$ cat src/logic/oflow_pkg.sv
package oflow_pkg;

	localparam int key_width = 4; // task id and physical core id
	localparam int key_size = 16; // number of task ids
	localparam int count_width = 8; // fingerprint count and max count
	localparam int data_width = 32; // bus write data
	localparam int address_width = 32; // bus address
	localparam int fifo_depth = 8; // entries per event queue
	localparam int fifo_ptr_width = $clog2(fifo_depth);

	localparam logic [address_width-1:0] oflow_offset = 32'h0800_0000; // notice region base
	localparam int core_shift = 20; // physical core id lands at address bit 20
	localparam int kind_pos = 8; // kind flag sits above core id and task id
	localparam int notice_base = 512; // added to every notice word

	// csr max count word layout, task id above the value
	localparam int csr_value_pos = 0;
	localparam int csr_task_pos = count_width;

	typedef logic [key_width-1:0] key_t;
	typedef logic [count_width-1:0] count_t;

	// one queued notice, core id in the upper nibble
	typedef struct packed {
		key_t core_id;
		key_t task_id;
	} oflow_event_t;

	typedef enum logic [2:0] {
		idle,
		overflow_read, // pop the overflow queue
		underflow_read, // pop the underflow queue
		overflow_load, // rd_data valid, latch with kind 1
		underflow_load, // rd_data valid, latch with kind 0
		bus_write // hold write until waitrequest drops
	} notifier_state_t;

endpackage

$ cat src/logic/count_if.sv
`timescale 1ns/10ps

interface count_if;
	import oflow_pkg::*;

	logic inc; // single cycle increment strobe
	logic dec; // single cycle decrement strobe
	key_t inc_task;
	key_t dec_task;
	key_t inc_core; // physical core behind the increment
	logic inc_lc; // logical core of the increment
	logic dec_lc; // logical core of the decrement

	modport tracker (
		input inc, dec, inc_task, dec_task, inc_core, inc_lc, dec_lc
	);

	modport source (
		output inc, dec, inc_task, dec_task, inc_core, inc_lc, dec_lc
	);

endinterface

$ cat src/logic/event_fifo.sv
`timescale 1ns/10ps

module event_fifo (
	input logic clk,
	input logic reset,
	input logic push,
	input oflow_pkg::oflow_event_t wr_data,
	input logic pop,
	output oflow_pkg::oflow_event_t rd_data,
	output logic empty,
	output logic full
);
	import oflow_pkg::*;

	oflow_event_t mem [fifo_depth]; // event storage
	logic [fifo_ptr_width-1:0] wr_ptr;
	logic [fifo_ptr_width-1:0] rd_ptr;
	logic [fifo_ptr_width:0] count; // entries held
	logic do_push;
	logic do_pop;

	assign full = (count == (fifo_ptr_width+1)'(fifo_depth));
	assign do_push = push & ~full; // new event dropped when full
	assign do_pop = pop & (count != '0);

	// pointers and occupancy
	always_ff @(posedge clk or posedge reset) begin
		if (reset) begin
			wr_ptr <= '0;
			rd_ptr <= '0;
			count <= '0;
			empty <= 1'b1;
		end else begin
			if (do_push)
				wr_ptr <= wr_ptr + 1'b1; // wraps at depth
			if (do_pop)
				rd_ptr <= rd_ptr + 1'b1;
			if (do_push && !do_pop)
				count <= count + 1'b1;
			else if (do_pop && !do_push)
				count <= count - 1'b1;
			empty <= (count == '0); // flag trails the count by a cycle
		end
	end

	// storage and registered read port
	always_ff @(posedge clk) begin
		if (do_push)
			mem[wr_ptr] <= wr_data;
		if (do_pop)
			rd_data <= mem[rd_ptr]; // valid the cycle after pop
	end

endmodule

$ cat src/logic/count_tracker.sv
`timescale 1ns/10ps

module count_tracker (
	input logic clk,
	input logic reset,
	count_if.tracker cnt,
	input logic csr_maxcount_write,
	input logic [oflow_pkg::data_width-1:0] csr_maxcount_writedata,
	output logic ovf_push,
	output oflow_pkg::oflow_event_t ovf_event,
	output logic unf_push,
	output oflow_pkg::oflow_event_t unf_event
);
	import oflow_pkg::*;

	count_t max_count [key_size]; // per task limit
	count_t lc_count [2][key_size]; // one count array per logical core
	logic rec_valid [key_size]; // overflow on record
	key_t rec_core [key_size]; // physical core that overflowed

	key_t csr_task;
	count_t csr_value;
	logic cancel;
	logic inc_eff;
	logic dec_eff;
	count_t inc_next; // incremented count on inc_lc
	count_t dec_after [2]; // both cores of dec_task after this cycle
	logic ovf_hit;
	logic unf_hit;

	assign csr_task = csr_maxcount_writedata[csr_task_pos +: key_width];
	assign csr_value = csr_maxcount_writedata[csr_value_pos +: count_width];

	// inc and dec on the same task and logical core cancel out
	assign cancel = cnt.inc & cnt.dec & (cnt.inc_task == cnt.dec_task) &
		(cnt.inc_lc == cnt.dec_lc);
	assign inc_eff = cnt.inc & ~cancel;
	assign dec_eff = cnt.dec & ~cancel;

	assign inc_next = lc_count[cnt.inc_lc][cnt.inc_task] + 1'b1;

	// post-update counts of the decremented task, including any inc on it
	always_comb begin
		for (int c = 0; c < 2; c++) begin
			dec_after[c] = lc_count[c][cnt.dec_task];
			if (inc_eff && (cnt.inc_lc == c[0]) && (cnt.inc_task == cnt.dec_task))
				dec_after[c] = dec_after[c] + 1'b1;
			if (dec_eff && (cnt.dec_lc == c[0]))
				dec_after[c] = dec_after[c] - 1'b1;
		end
	end

	// first time a core reaches max count
	assign ovf_hit = inc_eff & (inc_next >= max_count[cnt.inc_task]) &
		~rec_valid[cnt.inc_task];

	// both cores drained on a task with a record
	assign unf_hit = dec_eff & (dec_after[0] == '0) & (dec_after[1] == '0) &
		rec_valid[cnt.dec_task];

	assign ovf_push = ovf_hit;
	assign ovf_event.core_id = cnt.inc_core; // incoming physical core
	assign ovf_event.task_id = cnt.inc_task;
	assign unf_push = unf_hit;
	assign unf_event.core_id = rec_core[cnt.dec_task]; // recorded physical core
	assign unf_event.task_id = cnt.dec_task;

	always_ff @(posedge clk or posedge reset) begin
		if (reset) begin
			for (int t = 0; t < key_size; t++) begin
				max_count[t] <= '0;
				lc_count[0][t] <= '0;
				lc_count[1][t] <= '0;
				rec_valid[t] <= 1'b0;
				rec_core[t] <= '0;
			end
		end else begin
			if (csr_maxcount_write)
				max_count[csr_task] <= csr_value;
			// inc and dec never hit the same entry once cancel is applied
			if (inc_eff)
				lc_count[cnt.inc_lc][cnt.inc_task] <= inc_next;
			if (dec_eff)
				lc_count[cnt.dec_lc][cnt.dec_task] <= lc_count[cnt.dec_lc][cnt.dec_task] - 1'b1;
			if (ovf_hit) begin
				rec_valid[cnt.inc_task] <= 1'b1;
				rec_core[cnt.inc_task] <= cnt.inc_core;
			end
			if (unf_hit)
				rec_valid[cnt.dec_task] <= 1'b0; // never same task as ovf_hit
		end
	end

endmodule

$ cat src/logic/oflow_notifier.sv
`timescale 1ns/10ps

module oflow_notifier (
	input logic clk,
	input logic reset,
	input logic ovf_empty,
	input oflow_pkg::oflow_event_t ovf_data,
	input logic unf_empty,
	input oflow_pkg::oflow_event_t unf_data,
	input logic oflow_waitrequest,
	output logic ovf_pop,
	output logic unf_pop,
	output logic oflow_write,
	output logic [oflow_pkg::address_width-1:0] oflow_address,
	output logic [oflow_pkg::data_width-1:0] oflow_writedata
);
	import oflow_pkg::*;

	notifier_state_t state;
	logic [kind_pos:0] notice; // kind flag over core id and task id
	oflow_event_t notice_event;

	// bus arbiter, overflow queue wins
	always_ff @(posedge clk or posedge reset) begin
		if (reset) begin
			state <= idle;
		end else begin
			case (state)
				idle: begin
					if (!ovf_empty)
						state <= overflow_read;
					else if (!unf_empty)
						state <= underflow_read;
				end
				overflow_read: state <= overflow_load;
				underflow_read: state <= underflow_load;
				overflow_load: state <= bus_write;
				underflow_load: state <= bus_write;
				bus_write: begin
					if (!oflow_waitrequest)
						state <= idle; // transfer accepted
				end
				default: state <= idle;
			endcase
		end
	end

	// latch popped record, rd_data is valid in the load states
	always_ff @(posedge clk) begin
		if (state == overflow_load)
			notice <= {1'b1, ovf_data};
		else if (state == underflow_load)
			notice <= {1'b0, unf_data};
	end

	assign ovf_pop = (state == overflow_read);
	assign unf_pop = (state == underflow_read);

	assign notice_event = oflow_event_t'(notice[kind_pos-1:0]);

	// held stable for the whole bus_write state
	assign oflow_write = (state == bus_write);
	assign oflow_address = oflow_offset +
		(address_width'(notice_event.core_id) << core_shift);
	assign oflow_writedata = data_width'(notice_base) + data_width'(notice);

endmodule

$ cat src/logic/oflow_registers.sv
`timescale 1ns/10ps

module oflow_registers (
	input logic clk,
	input logic reset,
	output logic oflow_write,
	output logic [oflow_pkg::data_width-1:0] oflow_writedata,
	output logic [oflow_pkg::address_width-1:0] oflow_address,
	input logic oflow_waitrequest,
	input logic csr_maxcount_write,
	input logic [oflow_pkg::data_width-1:0] csr_maxcount_writedata,
	input logic count_inc,
	input logic count_dec,
	input logic [oflow_pkg::key_width-1:0] count_inc_physical_core_id,
	input logic [oflow_pkg::key_width-1:0] count_inc_task_id,
	input logic [oflow_pkg::key_width-1:0] count_dec_task_id,
	input logic count_inc_logical_core_id,
	input logic count_dec_logical_core_id
);
	import oflow_pkg::*;

	logic ovf_push;
	logic unf_push;
	oflow_event_t ovf_event;
	oflow_event_t unf_event;
	logic ovf_empty;
	logic unf_empty;
	oflow_event_t ovf_data;
	oflow_event_t unf_data;
	logic ovf_pop;
	logic unf_pop;

	count_if cnt (); // strobe bundle, source side driven here

	assign cnt.inc = count_inc;
	assign cnt.dec = count_dec;
	assign cnt.inc_task = count_inc_task_id;
	assign cnt.dec_task = count_dec_task_id;
	assign cnt.inc_core = count_inc_physical_core_id;
	assign cnt.inc_lc = count_inc_logical_core_id;
	assign cnt.dec_lc = count_dec_logical_core_id;

	count_tracker u_count_tracker (
		.clk(clk),
		.reset(reset),
		.cnt(cnt.tracker),
		.csr_maxcount_write(csr_maxcount_write),
		.csr_maxcount_writedata(csr_maxcount_writedata),
		.ovf_push(ovf_push),
		.ovf_event(ovf_event),
		.unf_push(unf_push),
		.unf_event(unf_event)
	);

	// full only gates pushes inside the queue
	event_fifo u_ovf_fifo (
		.clk(clk),
		.reset(reset),
		.push(ovf_push),
		.wr_data(ovf_event),
		.pop(ovf_pop),
		.rd_data(ovf_data),
		.empty(ovf_empty),
		.full()
	);

	event_fifo u_unf_fifo (
		.clk(clk),
		.reset(reset),
		.push(unf_push),
		.wr_data(unf_event),
		.pop(unf_pop),
		.rd_data(unf_data),
		.empty(unf_empty),
		.full()
	);

	oflow_notifier u_oflow_notifier (
		.clk(clk),
		.reset(reset),
		.ovf_empty(ovf_empty),
		.ovf_data(ovf_data),
		.unf_empty(unf_empty),
		.unf_data(unf_data),
		.oflow_waitrequest(oflow_waitrequest),
		.ovf_pop(ovf_pop),
		.unf_pop(unf_pop),
		.oflow_write(oflow_write),
		.oflow_address(oflow_address),
		.oflow_writedata(oflow_writedata)
	);

endmodule

$ cat config.mk
export PLATFORM = sky130hd
export DESIGN_NAME = oflow_registers
export DESIGN_NICKNAME = d
export VERILOG_FILES = /design/src/logic/oflow_pkg.sv /design/src/logic/count_if.sv /design/src/logic/event_fifo.sv /design/src/logic/count_tracker.sv /design/src/logic/oflow_notifier.sv /design/src/logic/oflow_registers.sv
export SDC_FILE = /design/constraint.sdc
export NUM_CORES = 2
export LEC_CHECK = 0
export BUFFER_PORTS_ARGS = -buffer_cell sky130_fd_sc_hd__buf_2
export CAP_MARGIN = 10
export CORE_ASPECT_RATIO = 0.5
export CORE_MARGIN = 2
export CORE_UTILIZATION = 50
export CTS_CLUSTER_SIZE = 25
export DETAILED_ROUTE_END_ITERATION = 8
export GPL_TIMING_DRIVEN = 0
export PLACE_DENSITY = 0.64
export RECOVER_POWER = 50
export SETUP_SLACK_MARGIN = 0.02
export SYNTH_ARGS = -nofsm -noshare
export SYNTH_HDL_FRONTEND = slang
export SYNTH_HIERARCHICAL = 1
export SYNTH_SLANG_ARGS = --single-unit
export TNS_END_PERCENT = 50
$ cat constraint.sdc
create_clock -name clk -period 24.3 [get_ports clk]
set_clock_uncertainty 0.2 [all_clocks]
set_input_delay 2.43 -clock clk [delete_from_list [all_inputs] [get_ports clk]]
set_output_delay 2.43 -clock clk [all_outputs]
set_load 0.02 [all_outputs]
==> flow_metrics.env <==
export IMPL_syn_inst=2770
export IMPL_grtUsageMet1_pct=40.1
export IMPL_p_sw_share_pct=36.8
export IMPL_die_w_um=378
export IMPL_r2r_slack_ns=15.50
export IMPL_num_nets_final=3005
export IMPL_p_int_mw=2.73
export IMPL_drtIter0Drc=2919
export IMPL_hold_buffers=0
export IMPL_syn_area_per_cell_um2=12.6
export IMPL_post_cts_buffers=0
export IMPL_use_met3_pct=7.40
export IMPL_power_density_mw_per_mm2=113
export IMPL_pwr_share_comb_pct=37.1
export IMPL_setup_tns_ns=0
export IMPL_max_cap_violations=5
export IMPL_setup_viol=0
export IMPL_dp_hpwl_mm=79.2
export IMPL_die_height_um=191
export IMPL_routabilityCongestion=0.992
export IMPL_io_buffers=39
export IMPL_cts_sinks=642
export IMPL_fin_crit_sh_pct=57.2
export IMPL_ant_nets=0
export IMPL_period_minus_slack_ns=13.91
export IMPL_dieArea_mm2=0.0721
export IMPL_clockRootBuffer="clkbuf_16"
export IMPL_worstPathArrival_ns=12.84
export IMPL_layout_drive_gt1_share_pct=24.0
export IMPL_grt_busiest_layer="met2"
export IMPL_required_ns=23.23
export IMPL_slew_viol_final=473
export IMPL_fill_cells=5773
export IMPL_io_pins=117
export IMPL_status="complete, but fails checks"
export IMPL_leakage_nw=16.6
export IMPL_worstSkewPairLatency_ns=0.66
export IMPL_seq_power_share_pct=40.7
export IMPL_area_growth_pct=9.99
export IMPL_ctsResizeCount=0
export IMPL_avgRoutedWirePerCell_um=27.4
export IMPL_max_freq_ghz=0.0719
export IMPL_dr_total_vias=24700
export IMPL_grt_usage_pct=30.0
export IMPL_relSlewSlack_pct=-340
export IMPL_grt_pass1_wl_mm=158
export IMPL_cts_clk_slew_worst_paths_ns=0.07
export IMPL_power_frac_clock_pct=22.2
export IMPL_p_sw_mw=1.59
export IMPL_htreeDepth=2
export IMPL_worstSetupStartpointType="input pin"
export IMPL_gr_usage_met2_pct=46.8
export IMPL_peakVddDrop_mv=0.0648
export IMPL_worst_pin_slew_ns=6.61
export IMPL_violations="max-capacitance violations, max-slew violations"
export IMPL_endpoint_kind="async pin"
export IMPL_hold_slack_ns=0.298
export IMPL_drc=0
export IMPL_antenna_found_initial=4
export IMPL_ys_warnings_count=6
export IMPL_fin_util_pct=55.7
export IMPL_critical_path_class="in2async"
export IMPL_worstPathMaxFanout=126
export IMPL_finalHoldViolCount=0
export IMPL_rows=68
export IMPL_hold_path_class="reg2reg"
export IMPL_cts_inserted_buffers=57
export IMPL_grt_overflow=0
export IMPL_wirelength_mm=107
export IMPL_tritoncts="built"
export IMPL_grt_max_degree=127
export IMPL_rsz0062_at_grt="false"
export IMPL_p_total_mw=4.32
export IMPL_clk_path_buf_depth=3
export IMPL_grt_pass1_vias=23900
export IMPL_viasPerCell=6.31
export IMPL_core_area_mm2=0.0690
export IMPL_first_pass_iters=6
export IMPL_initial_core_util_pct=50.6
export IMPL_syn_cell_area_mm2=0.0349
==> path summary, 6_finish.rpt <==
| check | start | to | cells past startpoint |
|---|---|---|---|
| worst max-delay path | reset | u_count_tracker/max_count[124]$_DFFE_PP0P_ | 4 |
| worst min-delay path | u_ovf_fifo/count[2]$_DFFE_PP0P_ | u_ovf_fifo/empty$_DFF_PP1_ | 1 |
| worst max register to register | u_count_tracker/lc_count[144]$_DFF_PP0_ | u_ovf_fifo/count[3]$_DFFE_PP0P_ | 25 |
| worst min register to register | u_ovf_fifo/count[2]$_DFFE_PP0P_ | u_ovf_fifo/empty$_DFF_PP1_ | 1 |
| max in group clk | count_inc_task_id[0] | u_ovf_fifo/count[3]$_DFFE_PP0P_ | 28 |
| min in group asynchronous | reset | u_oflow_notifier/state[2]$_DFFE_PP0P_ | 2 |
==> registers in the layout, indices dropped and copies added, names as in the netlist <==
name / flops
u_ovf_fifo/mem: 64
u_oflow_notifier/state: 3
u_unf_fifo/rd_ptr: 3
u_unf_fifo/count: 4
u_oflow_notifier/notice: 9
u_ovf_fifo/empty: 1
u_ovf_fifo/count: 4
u_ovf_fifo/rd_data: 8
u_unf_fifo/empty: 1
u_count_tracker/rec_valid: 16
u_unf_fifo/mem: 64
u_count_tracker/lc_count: 256
u_count_tracker/max_count: 128
u_ovf_fifo/rd_ptr: 3
u_count_tracker/rec_core: 64
u_unf_fifo/wr_ptr: 3
u_unf_fifo/rd_data: 8
u_ovf_fifo/wr_ptr: 3
==> stage by stage <==
stage	area, um2	std cells	worst slack [ns]
finish	38400	3923	10.39
global route	38400	3920	7.84
CTS	38600	3918	13.48
detailed placement	36600	3811	12.77
global placement	36500	3803	2.62
floorplan	35100	2819	8.73
==> critical path, stage by stage <==
cell	delay, ns
clkbuf_1	0.14
clkinvlp_2	1.51
clkbuf_1	3.67
clkbuf_1	4.73
==> layout make-up <==
cell class	count	area, um2	area share, %
repair buffers	49	238	0.619
clock inverters	31	305	0.795
well taps	945	1180	3.08
flip-flops and latches	642	16800	43.8
inverters	24	91.3	0.238
plain buffers	258	1320	3.44
diodes	3	7.51	0.0195
clock buffers	76	1650	4.30
multi-input cells	1895	16800	43.7
==> power by group through the flow <==
stage	Sequential, mW	Clock [mW]	Combinational [mW]
after floorplan	1.65	0	1.17
after global placement	1.76	0	1.55
after detailed placement	1.77	0	1.59
after CTS	1.75	0.978	1.59
after global routing	1.79	1.02	1.71
final	1.76	0.957	1.60
==> per-layer routing <==
metal | part of all wire (%) | wire length, um | vias to the layer above
li1 | - | - | 10600
met1 | 40 | 43000 | 12600
met2 | 45 | 48800 | 1293
met3 | 9.6 | 10300 | 329
met4 | 4.8 | 5150 | 2
met5 | 0.0065 | 7 | -
==> cells in the final DEF, fill, tap and decap left out, types with 51 or more instances in the layout <==
master	count
dfrtp_1	487
nor2_1	301
a21oi_1	265
mux2_2	244
mux2i_1	225
mux4_2	211
nand2_1	192
clkbuf_1	160
edfxtp_1	152
o21ai_0	70
buf_2	65
buf_4	63
clkbuf_16	59
conb_1	51
Note: power is estimated with default switching activity, not from simulation.
